[config.mk]
export PLATFORM = sky130hd
export DESIGN_NAME = rv32i_pipe
export DESIGN_NICKNAME = d
export VERILOG_FILES = /design/src/verilog/rv32i_pkg.sv /design/src/verilog/rv32i_alu.sv /design/src/verilog/rv32i_registers.sv /design/src/verilog/rv32i_fetch.sv /design/src/verilog/rv32i_decode.sv /design/src/verilog/rv32i_execute.sv /design/src/verilog/rv32i_pipe.sv
export SDC_FILE = /design/constraint.sdc
export NUM_CORES = 2
export LEC_CHECK = 0
export ABC_AREA = 0
export ABC_CLOCK_PERIOD_IN_PS = 4300
export BUFFER_PORTS_ARGS = -buffer_cell sky130_fd_sc_hd__buf_2
export CAP_MARGIN = 20
export CORE_ASPECT_RATIO = 1.5
export CORE_MARGIN = 8
export CORE_UTILIZATION = 55
export DETAILED_ROUTE_END_ITERATION = 8
export PLACE_DENSITY = 0.82
export SYNTH_ARGS = -nofsm -noshare
export SYNTH_HDL_FRONTEND = slang
export SYNTH_SLANG_ARGS = --single-unit
[constraint.sdc]
create_clock -name clk_i -period 4.3 [get_ports clk_i]
set_input_delay 0.215 -clock clk_i [delete_from_list [all_inputs] [get_ports clk_i]]
set_output_delay 0.215 -clock clk_i [all_outputs]
set_load 0.05 [all_outputs]
[src/verilog/rv32i_pkg.sv]
package rv32i_pkg;

  ////////////////////////////////////////
  // Widths and basic types
  ////////////////////////////////////////

  localparam int XLEN     = 32;
  localparam int REG_BITS = 5;
  localparam int NUM_REGS = 2 ** REG_BITS;

  typedef logic [XLEN-1:0]     xlen_t;
  typedef logic [REG_BITS-1:0] reg_addr_t;
  typedef logic [31:0]         instr_t;

  // First fetch after reset
  localparam xlen_t RESET_PC = 32'h0000_0000;
  // Byte distance between sequential fetches
  localparam xlen_t PC_STEP  = 32'd4;

  ////////////////////////////////////////
  // Encodings
  ////////////////////////////////////////

  // Major opcodes handled by this core, anything else is a bubble
  typedef enum logic [6:0] {
    OPC_OP     = 7'b0110011,
    OPC_OP_IMM = 7'b0010011,
    OPC_LUI    = 7'b0110111,
    OPC_BRANCH = 7'b1100011,
    OPC_JAL    = 7'b1101111
  } opcode_e;

  typedef enum logic [3:0] {
    ALU_ADD    = 4'd0,
    ALU_SUB    = 4'd1,
    ALU_SLL    = 4'd2,
    ALU_SLT    = 4'd3,
    ALU_SLTU   = 4'd4,
    ALU_XOR    = 4'd5,
    ALU_SRL    = 4'd6,
    ALU_SRA    = 4'd7,
    ALU_OR     = 4'd8,
    ALU_AND    = 4'd9,
    // LUI value and JAL link go straight through on b
    ALU_PASS_B = 4'd10
  } alu_op_e;

  // Branch funct3 field
  typedef enum logic [2:0] {
    BR_EQ  = 3'b000,
    BR_NE  = 3'b001,
    BR_LT  = 3'b100,
    BR_GE  = 3'b101,
    BR_LTU = 3'b110,
    BR_GEU = 3'b111
  } branch_e;

endpackage

[src/verilog/rv32i_alu.sv]
module rv32i_alu import rv32i_pkg::*; (
  input  alu_op_e op_i,
  input  xlen_t   a_i,
  input  xlen_t   b_i,
  output xlen_t   result_o,
  output logic    equal_o,
  output logic    less_o,
  output logic    less_signed_o
);

  logic [4:0] shamt;

  assign shamt = b_i[4:0];

  ////////////////////////////////////////
  // Comparison flags
  ////////////////////////////////////////

  // Independent of op_i, used by branches and SLT/SLTU
  assign equal_o       = (a_i == b_i);
  assign less_o        = (a_i < b_i);
  assign less_signed_o = ($signed(a_i) < $signed(b_i));

  ////////////////////////////////////////
  // Result
  ////////////////////////////////////////

  always_comb begin
    case (op_i)
      ALU_ADD:    result_o = a_i + b_i;
      ALU_SUB:    result_o = a_i - b_i;
      ALU_SLL:    result_o = a_i << shamt;
      ALU_SLT:    result_o = {{(XLEN-1){1'b0}}, less_signed_o};
      ALU_SLTU:   result_o = {{(XLEN-1){1'b0}}, less_o};
      ALU_XOR:    result_o = a_i ^ b_i;
      ALU_SRL:    result_o = a_i >> shamt;
      ALU_SRA:    result_o = xlen_t'($signed(a_i) >>> shamt);
      ALU_OR:     result_o = a_i | b_i;
      ALU_AND:    result_o = a_i & b_i;
      ALU_PASS_B: result_o = b_i;
      default:    result_o = '0;
    endcase
  end

endmodule

[src/verilog/rv32i_registers.sv]
module rv32i_registers import rv32i_pkg::*; (
  input  logic      clk_i,
  input  reg_addr_t rs1_addr_i,
  input  reg_addr_t rs2_addr_i,
  input  reg_addr_t rd_addr_i,
  input  logic      we_i,
  input  xlen_t     rd_data_i,
  output xlen_t     rs1_data_o,
  output xlen_t     rs2_data_o
);

  // x0 has no storage
  xlen_t regs_q [1:NUM_REGS-1];

  always_ff @(posedge clk_i) begin
    if (we_i && (rd_addr_i != '0)) begin
      regs_q[rd_addr_i] <= rd_data_i;
    end
  end

  // Write-through so a same-cycle reader sees the new value
  always_comb begin
    if (rs1_addr_i == '0) begin
      rs1_data_o = '0;
    end else if (we_i && (rd_addr_i == rs1_addr_i)) begin
      rs1_data_o = rd_data_i;
    end else begin
      rs1_data_o = regs_q[rs1_addr_i];
    end
  end

  always_comb begin
    if (rs2_addr_i == '0) begin
      rs2_data_o = '0;
    end else if (we_i && (rd_addr_i == rs2_addr_i)) begin
      rs2_data_o = rd_data_i;
    end else begin
      rs2_data_o = regs_q[rs2_addr_i];
    end
  end

  // Writeback stage filters rd 0 before it reaches the port
  a_no_x0_write : assert property (
    @(posedge clk_i) !(we_i && (rd_addr_i == '0))
  ) else $error("register write with rd x0");

endmodule

[src/verilog/rv32i_fetch.sv]
module rv32i_fetch import rv32i_pkg::*; (
  input  logic  clk_i,
  input  logic  reset_i,
  input  logic  jal_taken_i,
  input  xlen_t jal_target_i,
  input  logic  br_taken_i,
  input  xlen_t br_target_i,
  output xlen_t imem_addr_o,
  output xlen_t fetch_pc_o,
  output logic  fetch_valid_o
);

  xlen_t pc_q;
  xlen_t pc_next;
  xlen_t inflight_pc_q;
  logic  inflight_valid_q;

  // Branch from execute is older than a JAL in decode
  always_comb begin
    if (br_taken_i) begin
      pc_next = br_target_i;
    end else if (jal_taken_i) begin
      pc_next = jal_target_i;
    end else begin
      pc_next = pc_q + PC_STEP;
    end
  end

  always_ff @(posedge clk_i) begin
    if (reset_i) begin
      pc_q             <= RESET_PC;
      inflight_valid_q <= 1'b0;
    end else begin
      pc_q             <= pc_next;
      // Word already requested is stale once a redirect lands
      inflight_valid_q <= !(br_taken_i || jal_taken_i);
    end
  end

  // Address of the word coming back this cycle
  always_ff @(posedge clk_i) begin
    inflight_pc_q <= pc_q;
  end

  assign imem_addr_o   = pc_q;
  assign fetch_pc_o    = inflight_pc_q;
  assign fetch_valid_o = inflight_valid_q;

  // Redirect targets from decode and execute must keep fetch word aligned
  a_imem_addr_aligned : assert property (
    @(posedge clk_i) disable iff (reset_i) imem_addr_o[1:0] == 2'b00
  ) else $error("fetch address %h not word aligned", imem_addr_o);

endmodule

[src/verilog/rv32i_decode.sv]
module rv32i_decode import rv32i_pkg::*; (
  input  logic      clk_i,
  input  logic      reset_i,
  input  logic      fetch_valid_i,
  input  logic      flush_i,
  input  instr_t    instr_i,
  input  xlen_t     pc_i,
  output logic      dec_valid_o,
  output alu_op_e   alu_op_o,
  output logic      use_imm_o,
  output logic      is_branch_o,
  output branch_e   branch_cond_o,
  output reg_addr_t rs1_o,
  output reg_addr_t rs2_o,
  output reg_addr_t rd_o,
  output xlen_t     imm_o,
  output xlen_t     pc_o,
  output logic      jal_taken_o,
  output xlen_t     jal_target_o
);

  opcode_e   opcode;
  logic [2:0] funct3;
  logic      alt_bit;
  xlen_t     imm_i_type;
  xlen_t     imm_u_type;
  xlen_t     imm_b_type;
  xlen_t     imm_j_type;

  alu_op_e   alu_op_d;
  logic      use_imm_d;
  logic      is_branch_d;
  reg_addr_t rs1_d;
  reg_addr_t rs2_d;
  reg_addr_t rd_d;
  xlen_t     imm_d;

  // funct3 plus instr[30] selects the operation
  function automatic alu_op_e funct_to_op(logic [2:0] f3, logic alt);
    case (f3)
      3'b000:  funct_to_op = alt ? ALU_SUB : ALU_ADD;
      3'b001:  funct_to_op = ALU_SLL;
      3'b010:  funct_to_op = ALU_SLT;
      3'b011:  funct_to_op = ALU_SLTU;
      3'b100:  funct_to_op = ALU_XOR;
      3'b101:  funct_to_op = alt ? ALU_SRA : ALU_SRL;
      3'b110:  funct_to_op = ALU_OR;
      default: funct_to_op = ALU_AND;
    endcase
  endfunction

  ////////////////////////////////////////
  // Field extraction
  ////////////////////////////////////////

  assign opcode  = opcode_e'(instr_i[6:0]);
  assign funct3  = instr_i[14:12];
  assign alt_bit = instr_i[30];

  assign imm_i_type = {{20{instr_i[31]}}, instr_i[31:20]};
  assign imm_u_type = {instr_i[31:12], 12'b0};
  assign imm_b_type = {{20{instr_i[31]}}, instr_i[7], instr_i[30:25], instr_i[11:8], 1'b0};
  assign imm_j_type = {{12{instr_i[31]}}, instr_i[19:12], instr_i[20], instr_i[30:21], 1'b0};

  always_comb begin
    alu_op_d    = ALU_ADD;
    use_imm_d   = 1'b0;
    is_branch_d = 1'b0;
    rs1_d       = instr_i[19:15];
    rs2_d       = instr_i[24:20];
    rd_d        = '0;
    imm_d       = imm_i_type;
    case (opcode)
      OPC_OP: begin
        alu_op_d = funct_to_op(funct3, alt_bit);
        rd_d     = instr_i[11:7];
      end
      OPC_OP_IMM: begin
        // ADDI has no SUB form, bit 30 only matters for SRAI
        alu_op_d  = funct_to_op(funct3, (funct3 == 3'b101) && alt_bit);
        use_imm_d = 1'b1;
        rs2_d     = '0;
        rd_d      = instr_i[11:7];
      end
      OPC_LUI: begin
        alu_op_d  = ALU_PASS_B;
        use_imm_d = 1'b1;
        rs1_d     = '0;
        rs2_d     = '0;
        rd_d      = instr_i[11:7];
        imm_d     = imm_u_type;
      end
      OPC_JAL: begin
        // Link value rides in the immediate
        alu_op_d  = ALU_PASS_B;
        use_imm_d = 1'b1;
        rs1_d     = '0;
        rs2_d     = '0;
        rd_d      = instr_i[11:7];
        imm_d     = pc_i + PC_STEP;
      end
      OPC_BRANCH: begin
        is_branch_d = 1'b1;
        imm_d       = imm_b_type;
      end
      default: begin
        rs1_d = '0;
        rs2_d = '0;
      end
    endcase
  end

  ////////////////////////////////////////
  // Stage register
  ////////////////////////////////////////

  always_ff @(posedge clk_i) begin
    if (reset_i) begin
      dec_valid_o <= 1'b0;
    end else begin
      dec_valid_o <= fetch_valid_i && !flush_i;
    end
  end

  always_ff @(posedge clk_i) begin
    alu_op_o      <= alu_op_d;
    use_imm_o     <= use_imm_d;
    is_branch_o   <= is_branch_d;
    branch_cond_o <= branch_e'(funct3);
    rs1_o         <= rs1_d;
    rs2_o         <= rs2_d;
    rd_o          <= rd_d;
    imm_o         <= imm_d;
    pc_o          <= pc_i;
  end

  // Early redirect, fetch gives a taken branch priority
  assign jal_taken_o  = fetch_valid_i && (opcode == OPC_JAL);
  assign jal_target_o = pc_i + imm_j_type;

endmodule

[src/verilog/rv32i_execute.sv]
module rv32i_execute import rv32i_pkg::*; (
  input  logic      clk_i,
  input  logic      reset_i,
  input  logic      dec_valid_i,
  input  alu_op_e   alu_op_i,
  input  logic      use_imm_i,
  input  logic      is_branch_i,
  input  branch_e   branch_cond_i,
  input  reg_addr_t rs1_i,
  input  reg_addr_t rs2_i,
  input  reg_addr_t rd_i,
  input  xlen_t     imm_i,
  input  xlen_t     pc_i,
  output logic      br_taken_o,
  output xlen_t     br_target_o,
  output logic      wb_valid_o,
  output reg_addr_t wb_rd_o,
  output xlen_t     wb_data_o
);

  xlen_t     rf_rs1;
  xlen_t     rf_rs2;
  xlen_t     op_a;
  xlen_t     op_b;

  logic      ex_valid_q;
  alu_op_e   ex_alu_op_q;
  logic      ex_is_branch_q;
  branch_e   ex_cond_q;
  reg_addr_t ex_rd_q;
  xlen_t     ex_a_q;
  xlen_t     ex_b_q;
  xlen_t     ex_target_q;

  xlen_t     alu_result;
  logic      alu_equal;
  logic      alu_less;
  logic      alu_less_signed;
  logic      cond_met;

  logic      wb_valid_q;
  reg_addr_t wb_rd_q;
  xlen_t     wb_data_q;

  rv32i_registers u_rv32i_registers (
    .clk_i      (clk_i),
    .rs1_addr_i (rs1_i),
    .rs2_addr_i (rs2_i),
    .rd_addr_i  (wb_rd_q),
    .we_i       (wb_valid_q),
    .rd_data_i  (wb_data_q),
    .rs1_data_o (rf_rs1),
    .rs2_data_o (rf_rs2)
  );

  ////////////////////////////////////////
  // Operand fetch
  ////////////////////////////////////////

  // Execute result is younger than writeback, so it wins
  assign op_a = (ex_valid_q && (ex_rd_q != '0) && (ex_rd_q == rs1_i)) ? alu_result :
                (wb_valid_q && (wb_rd_q == rs1_i))                    ? wb_data_q  : rf_rs1;
  assign op_b = (ex_valid_q && (ex_rd_q != '0) && (ex_rd_q == rs2_i)) ? alu_result :
                (wb_valid_q && (wb_rd_q == rs2_i))                    ? wb_data_q  : rf_rs2;

  always_ff @(posedge clk_i) begin
    if (reset_i) begin
      ex_valid_q <= 1'b0;
    end else begin
      // Taken branch squashes the instruction behind it
      ex_valid_q <= dec_valid_i && !br_taken_o;
    end
  end

  always_ff @(posedge clk_i) begin
    ex_alu_op_q    <= alu_op_i;
    ex_is_branch_q <= is_branch_i;
    ex_cond_q      <= branch_cond_i;
    ex_rd_q        <= rd_i;
    ex_a_q         <= op_a;
    ex_b_q         <= use_imm_i ? imm_i : op_b;
    ex_target_q    <= pc_i + imm_i;
  end

  ////////////////////////////////////////
  // Execute
  ////////////////////////////////////////

  rv32i_alu u_rv32i_alu (
    .op_i          (ex_alu_op_q),
    .a_i           (ex_a_q),
    .b_i           (ex_b_q),
    .result_o      (alu_result),
    .equal_o       (alu_equal),
    .less_o        (alu_less),
    .less_signed_o (alu_less_signed)
  );

  always_comb begin
    case (ex_cond_q)
      BR_EQ:   cond_met = alu_equal;
      BR_NE:   cond_met = !alu_equal;
      BR_LT:   cond_met = alu_less_signed;
      BR_GE:   cond_met = !alu_less_signed;
      BR_LTU:  cond_met = alu_less;
      BR_GEU:  cond_met = !alu_less;
      default: cond_met = 1'b0;
    endcase
  end

  assign br_taken_o  = ex_valid_q && ex_is_branch_q && cond_met;
  assign br_target_o = ex_target_q;

  ////////////////////////////////////////
  // Writeback
  ////////////////////////////////////////

  always_ff @(posedge clk_i) begin
    if (reset_i) begin
      wb_valid_q <= 1'b0;
    end else begin
      // Branches and bubbles carry rd 0
      wb_valid_q <= ex_valid_q && (ex_rd_q != '0);
    end
  end

  always_ff @(posedge clk_i) begin
    wb_rd_q   <= ex_rd_q;
    wb_data_q <= alu_result;
  end

  assign wb_valid_o = wb_valid_q;
  assign wb_rd_o    = wb_rd_q;
  assign wb_data_o  = wb_data_q;

  // A live branch in execute comes from decode without a destination
  a_branch_no_rd : assert property (
    @(posedge clk_i) disable iff (reset_i)
    (ex_valid_q && ex_is_branch_q) |-> (ex_rd_q == '0)
  ) else $error("branch in execute carries rd x%0d", ex_rd_q);

endmodule

[src/verilog/rv32i_pipe.sv]
module rv32i_pipe import rv32i_pkg::*; (
  input  logic      clk_i,
  input  logic      reset_i,
  output xlen_t     imem_addr_o,
  input  instr_t    imem_data_i,
  output logic      wb_valid_o,
  output reg_addr_t wb_rd_o,
  output xlen_t     wb_data_o
);

  // Fetch to decode
  logic      fetch_valid;
  xlen_t     fetch_pc;

  // Redirects
  logic      jal_taken;
  xlen_t     jal_target;
  logic      br_taken;
  xlen_t     br_target;

  // Decode to execute
  logic      dec_valid;
  alu_op_e   dec_alu_op;
  logic      dec_use_imm;
  logic      dec_is_branch;
  branch_e   dec_branch_cond;
  reg_addr_t dec_rs1;
  reg_addr_t dec_rs2;
  reg_addr_t dec_rd;
  xlen_t     dec_imm;
  xlen_t     dec_pc;

  rv32i_fetch u_rv32i_fetch (
    .clk_i         (clk_i),
    .reset_i       (reset_i),
    .jal_taken_i   (jal_taken),
    .jal_target_i  (jal_target),
    .br_taken_i    (br_taken),
    .br_target_i   (br_target),
    .imem_addr_o   (imem_addr_o),
    .fetch_pc_o    (fetch_pc),
    .fetch_valid_o (fetch_valid)
  );

  rv32i_decode u_rv32i_decode (
    .clk_i         (clk_i),
    .reset_i       (reset_i),
    .fetch_valid_i (fetch_valid),
    .flush_i       (br_taken),
    .instr_i       (imem_data_i),
    .pc_i          (fetch_pc),
    .dec_valid_o   (dec_valid),
    .alu_op_o      (dec_alu_op),
    .use_imm_o     (dec_use_imm),
    .is_branch_o   (dec_is_branch),
    .branch_cond_o (dec_branch_cond),
    .rs1_o         (dec_rs1),
    .rs2_o         (dec_rs2),
    .rd_o          (dec_rd),
    .imm_o         (dec_imm),
    .pc_o          (dec_pc),
    .jal_taken_o   (jal_taken),
    .jal_target_o  (jal_target)
  );

  rv32i_execute u_rv32i_execute (
    .clk_i         (clk_i),
    .reset_i       (reset_i),
    .dec_valid_i   (dec_valid),
    .alu_op_i      (dec_alu_op),
    .use_imm_i     (dec_use_imm),
    .is_branch_i   (dec_is_branch),
    .branch_cond_i (dec_branch_cond),
    .rs1_i         (dec_rs1),
    .rs2_i         (dec_rs2),
    .rd_i          (dec_rd),
    .imm_i         (dec_imm),
    .pc_i          (dec_pc),
    .br_taken_o    (br_taken),
    .br_target_o   (br_target),
    .wb_valid_o    (wb_valid_o),
    .wb_rd_o       (wb_rd_o),
    .wb_data_o     (wb_data_o)
  );

endmodule

Word-level counts from Yosys, hierarchy flattened

Memory sizes are Yosys's and may differ from the RTL's. A register that Yosys moved wholly into a read port is not among the register bits.
Cells that the tools add are included.

Multiplexer cells: 25
Shift-type cells: 3
Multipliers: 0
Div/mod/pow operators: 0
Equality and inequality tests: 31
Reductions and logical operators: 30
Bitwise logic cells: 3
$lt $le $gt $ge: 2
$add $sub $neg: 6

Operators with widths:

| operator              | number |
|---|---|
| $pmux 32 s11          | 1 |
| $mux 32               | 9 |
| $add 32x32->32        | 3 |
| $pmux 32 s3           | 1 |
| $add 32x3->32 const B | 2 |
| $lt 32x32->1          | 2 |
| $pmux 4 s7            | 2 |
| $and 32x32->32        | 1 |
| $eq 32x32->1          | 1 |
| $or 32x32->32         | 1 |
| $shl 32x5->32         | 1 |
| $shr 32x5->32         | 1 |
| $sshr 32x5->32        | 1 |
| $sub 32x32->32        | 1 |
| $xor 32x32->32        | 1 |
| $eq 3x3->1 const B    | 7 |
| $eq 5x5->1            | 4 |
| $eq 4x3->1 const B    | 4 |
| $eq 7x6->1 const B    | 2 |
| $eq 7x7->1 const B    | 2 |
| $eq 4x4->1 const B    | 3 |
| $logic_and 1x1->1     | 12 |
| $pmux 4 s3            | 1 |
| $logic_not 5->1       | 2 |
| other kinds (16)      | 35 |

Memories kept: 1
Output and inout port bits: 70
RAM bits: 992
Flip-flop bits (word level): 302
Input bits: 34
Latch bits: 0
ROM bits: 0

Memories:

| name                                     | depth | bits a word | read ports | clocked after Yosys merged registers in | write ports | line                  | text |
|---|---|---|---|---|---|---|---|
| u_rv32i_execute.u_rv32i_registers.regs_q | 31    | 32          | 2          | 2                                       | 1           | rv32i_registers.sv:13 | `xlen_t regs_q [1:NUM_REGS-1];` |

Logic depth before layout (Yosys ltp)

Depth in word-level cells: 6
Mapped depth: 19

Cells and area by module

From an unflattened synthesis, not the netlist that was laid out.

Cells, all modules: 5636
Area, all modules: 69965.9 sq um

By module, submodules not included:

| module          | sequential area each (sq um) | cells an instance | area each (sq um) | times used |
|---|---|---|---|---|
| rv32i_registers | 29788.6                      | 2759              | 47200.3           | 1 |
| rv32i_alu       | 0.0                          | 1364              | 8983.6            | 1 |
| rv32i_execute   | 2962.8                       | 709               | 6556.3            | 1 |
| rv32i_decode    | 1781.7                       | 535               | 4658.2            | 1 |
| rv32i_fetch     | 1301.2                       | 269               | 2567.5            | 1 |

Worst setup path after synthesis

Ideal clock, no wire load.

Path kind: reg2reg
Start point: reg u_rv32i_execute.wb_rd_q[1], in the netlist u_rv32i_execute.wb_rd_o[1]
End point: mem u_rv32i_execute.u_rv32i_registers.regs_q[2][0] (netlist bit), enable pin
Buffers on the path: 2
Data arrival time: 4.261 ns
Setup slack: -0.463 ns
Period minus slack after synthesis: 4.763 ns
Stages on the path, launching flop included: 5
Required time: 3.798 ns
Cell sequence: dfxtp_1 > clkbuf_1 > nand2b_1 > clkbuf_1 > nor4_1

Longest elaborated chain between the ends: 4

Ends and longest elaborated chain:

| item                         | line                  | text |
|---|---|---|
| start: declaration           | rv32i_execute.sv:42   | `reg_addr_t wb_rd_q;` |
| start signal: assignment     | rv32i_execute.sv:128  | `wb_rd_q <= ex_rd_q;` |
| $reduce_bool 5->1            | rv32i_registers.sv:16 | `if (we_i && (rd_addr_i != '0)) begin` |
| $logic_and 1x1->1            | rv32i_registers.sv:16 |  |
| $mux 1                       | rv32i_registers.sv:16 |  |
| $mux 1 (not written as such) | rv32i_registers.sv:17 | `regs_q[rd_addr_i] <= rd_data_i;` |
| end: declaration             | rv32i_registers.sv:13 |  |

Parallel ways exist; a longest one is shown, timed or not.

Worst setup path after layout

Start point: reg u_rv32i_execute.ex_a_q[1]
End point: reg u_rv32i_execute.ex_b_q[23]

Longest elaborated chain between the ends: 4

Ends and longest elaborated chain:

| item                                     | line                | text |
|---|---|---|
| start: declaration                       | rv32i_execute.sv:31 | `xlen_t ex_a_q;` |
| start signal: assignment                 | rv32i_execute.sv:80 | `ex_a_q <= op_a;` |
| $sub 32x32->32 (tied with other cells)   | rv32i_alu.sv:31     | `ALU_SUB: result_o = a_i - b_i;` |
| $pmux 32 s11 (*)                         | rv32i_alu.sv:29     | `case (op_i)` |
| named net u_rv32i_execute.alu_result[23] | rv32i_execute.sv:35 | `xlen_t alu_result;` |
| $mux 32 (*)                              | rv32i_execute.sv:63 | `assign op_b = (ex_valid_q && (ex_rd_q != '0) && (ex_rd_q == rs2_i)) ? alu_result :` |
| $mux 32 (*)                              | rv32i_execute.sv:81 | `ex_b_q <= use_imm_i ? imm_i : op_b;` |
| end signal: assignment                   | rv32i_execute.sv:81 |  |
| end: declaration                         | rv32i_execute.sv:32 | `xlen_t ex_b_q;` |

The timed path passes the listed nets; every way through them passes the cells marked *.
A chain may end at the register's enable or synchronous reset.

==> flow_summary_export.csv <==
group,metric,value,unit
synth,synthTopCellsByArea,"sky130_fd_sc_hd__edfxtp_1, sky130_fd_sc_hd__mux4_2, sky130_fd_sc_hd__dfxtp_1",
pwr,sequentialPowerShare,51.7,%
synth,synth_area_per_cell,12.8,um^2
sta,timing_hold_violations_final,0,
detailed_routing,via_count,54850,
global_routing,first_global_vias,54287,
critical_path,startpoint_type,"register",
synth,synthesis.area,69100,um^2
global_routing,grt_first_pass_wirelength,375,mm
detailed_routing,first_pass_iters,9,
clock_tree,max_buffers_root_to_sink,3,
detailed_routing,drtIter0Drc,8586,
pwr,total_power,26.6,mW
critical_path,setup_slack_of_the_worst_register_to_register_path,70,ps
clock_tree,cts-root-buf,"sky130_fd_sc_hd__clkbuf_16",
floorplanning,core.rowCount,159,
sta,fmaxAchievable,237,MHz
pwr,clock_group_share_of_total_power,40.3,%
clock_tree,worst_skew_pair.late_latency,790,ps
critical_path,timing.critical_path.slowest_stage_cell,"sky130_fd_sc_hd__o41ai_1",
pwr,combPwrFrac,8.0,%
placement,dpl_worst_slack,266,ps
critical_path,worstPathBufferInverterCount,2,
synth,synthesis.instances,5399,
sta,final.setup_skew,45.5,ps
synth,synthFlopType,"sky130_fd_sc_hd__edfxtp_1",
placement,postPlaceCellArea,73500,um^2
sta,finalMaxSlewViolations,0,
floorplanning,boundaryPins,104,
synth,synth_top_area_share,43.1,%
sta,worstMarginPinSlew,1190,ps
detailed_routing,route.detailed.drc,0,
final_layout,synthesis_to_layout_area_growth,12.9,%
final_layout,fin_area,77900,um^2
min_path,worstHoldPathType,"primary input to register",
sta,worst_slack,74.1,ps
synth,ys_seq_area_share,51.9,%
placement,place_congestion,1.08,
synth,synth.yosys.warnings,0,
critical_path,data_required_time_of_the_worst_path,4920,ps
critical_path,worst_setup_path_end_kind,"register",
placement,placedCellCount,7076,
clock_tree,tritoncts,"yes",
final_layout,largest_reg_flops,992,
synth,post_synthesis_net_count,5604,
final_layout,fraction_of_layout_instances_using_a_drive_strength_above_1,20.9,%
clock_tree,cts_sinks,1294,
clock_tree,htree_num_levels,3,
sta,final_min_period_over_clock_period,98.3,%
detailed_routing,drt-vias-per-instance,7.47,
placement,place.port_buffers,103,
detailed_routing,routed_wl,264,mm
placement,detailed_place_hpwl,173,mm
final_layout,top_register,"u_rv32i_execute.u_rv32i_registers.regs_q",
pwr,vdd.ir_drop.worst,414,uV
global_routing,globalRouteTotalUtil,37.1,%
critical_path,cp_cell_sequence,"inv_1 -> ha_1 -> o21bai_1 -> a221oi_1 -> buf_4 -> a21oi_1 -> a31oi_1 -> o41ai_1 -> a31oi_1 -> mux2i_1 -> o211ai_1 -> o21ai_0 -> o21ai_0",
synth,synthDominantAreaCellType,"sky130_fd_sc_hd__edfxtp_1",
floorplanning,initial_utilization,55.3,%
outcome,outcome,"finished clean",
final_layout,nets,5832,
run,maxcap_viol_count,0,
final_layout,layout.cells.most_common,"sky130_fd_sc_hd__edfxtp_1",
critical_path,critical-path-top-delay-family,"compound AO/OA/AOI/OAI gates",
sta,fin_setup_tns,0,ps
pwr,switching_share,24.6,%
global_routing,grt.overflow.total,0,
floorplanning,die_h,450,um
detailed_routing,antenna_left,0,
pwr,power_leakage,27.1,nW
pwr,cellInternalPower,20.1,mW
pwr,power.net_switching,6.55,mW
clock_tree,tritoncts.num_buffers,117,
critical_path,max_stage_delay,750,ps
sta,maxSlewHeadroom,20.4,%
sta,final_period_minus_worst_setup_slack,4230,ps
global_routing,grt_start_max_net_pins,80,
synth,synthDistinctLibCells,90,
final_layout,layout_common_cells,"sky130_fd_sc_hd__edfxtp_1, sky130_fd_sc_hd__mux4_2, sky130_fd_sc_hd__nor2_1",
final_layout,finalNonFillerCells,7342,
pwr,p_per_area,341,nW/um^2
sta,final-setup-viol-count,0,
critical_path,criticalPathCategory,"register to register",
synth,synth_edf_count,992,
sta,rsz_0062_raised_after_global_routing,"no",
critical_path,crit_path_max_fanout,5,
floorplanning,fp.dieW,305,um
global_routing,grt_antenna_before_repair,8,
synth,postSynth.asyncResetShare,0,%
synth,ys_ff_latch,1294,
floorplanning,dieArea,137000,um^2
clock_tree,clk_slew_on_worst_s_h_paths,80,ps
floorplanning,placeableCoreArea,125000,um^2
critical_path,cp_data_arrival_time,4850,ps
detailed_routing,routedWlPerCell,36.0,um
logic make-up after synthesis:
logic type | after synthesis | synth area share (%)
xor+xnor | 127 | 1.61
compound gates | 1358 | 13.1
flops | 1294 | 51.9
buf+inv | 532 | 3.14
mux | 823 | 19.8
fa+ha+maj | 171 | 3.14
simple gates | 1094 | 7.29
power by group through the flow:
| stage | Combinational [mW] | Sequential, mW | Clock, mW |
|---|---|---|---|
| global placement | 1.88 | 14.1 | 0 |
| floorplan | 0.975 | 14.2 | 0 |
| finish | 2.12 | 13.8 | 10.7 |
| CTS | 1.95 | 13.8 | 10.7 |
| detailed placement | 1.91 | 14.1 | 0 |
| global route | 2.20 | 13.8 | 11.1 |
layer usage:
layer	up-vias	part of all wire (%)	GRT usage (%)
li1	21768	-	-
met1	26449	30	41.3
met4	0	11	31.3
met3	1502	13	10.6
met5	-	0	0
met2	5131	46	58.9
timing repair:
| item | CTS | global route |
|---|---|---|
| endpoints found under the hold margin | 56 | 0 |
| setup buffers | 0 | 0 |
| hold buffers | 35 | 0 |
| setup endpoints to repair | 0 | 33 |
| gates resized for setup | 0 | 2 |
synth_stat cells (39+ instances only):
cell type,n
sky130_fd_sc_hd__clkbuf_1,249
sky130_fd_sc_hd__a22oi_1,64
sky130_fd_sc_hd__xnor2_1,66
sky130_fd_sc_hd__edfxtp_1,992
sky130_fd_sc_hd__o211ai_1,77
sky130_fd_sc_hd__a221oi_1,137
sky130_fd_sc_hd__buf_2,79
sky130_fd_sc_hd__dfxtp_1,302
sky130_fd_sc_hd__mux2i_1,369
sky130_fd_sc_hd__a211oi_1,94
sky130_fd_sc_hd__nor3_1,66
sky130_fd_sc_hd__a31oi_1,39
sky130_fd_sc_hd__mux4_2,432
sky130_fd_sc_hd__ha_1,167
sky130_fd_sc_hd__nand2b_1,56
sky130_fd_sc_hd__buf_1,39
sky130_fd_sc_hd__a21oi_1,381
sky130_fd_sc_hd__o21ai_0,250
sky130_fd_sc_hd__nor2b_1,47
sky130_fd_sc_hd__nand2_1,276
sky130_fd_sc_hd__nor2_1,416
sky130_fd_sc_hd__xor2_1,61
sky130_fd_sc_hd__inv_1,146
sky130_fd_sc_hd__a21o_1,51
sky130_fd_sc_hd__nand3_1,64
final timing paths:
check,startpoint,end,cells after the start
setup reg to reg,u_rv32i_execute.ex_a_q[1],u_rv32i_execute.ex_b_q[23],13
hold reg to reg,u_rv32i_decode.branch_cond_o[1],u_rv32i_execute.ex_cond_q[1],0
hold / removal,reset_i,u_rv32i_fetch.imem_addr_o[7],2
setup / recovery,u_rv32i_execute.ex_a_q[1],u_rv32i_execute.ex_b_q[23],13
per-stage QoR:
stage	utilization (%)	hold slack, ps
6_report	62.4	91.0
5_1_grt	62.4	78.8
2_1_floorplan	-	243
3_3_place_gp	58.8	311
3_5_place_dp	58.9	312
4_1_cts	62.2	29.1
cell type report:
class	count	area (um^2)
Antenna cell	8	20.0
Clock buffer	151	3140
Clock inverter	65	699
Fill cell	9028	47000
Inverter	148	559
Multi-Input combinational cell	3573	31400
Sequential cell	1294	35900
Tap cell	1610	2010
Timing Repair Buffer	493	4200
Power figures use the tool's default switching activity.
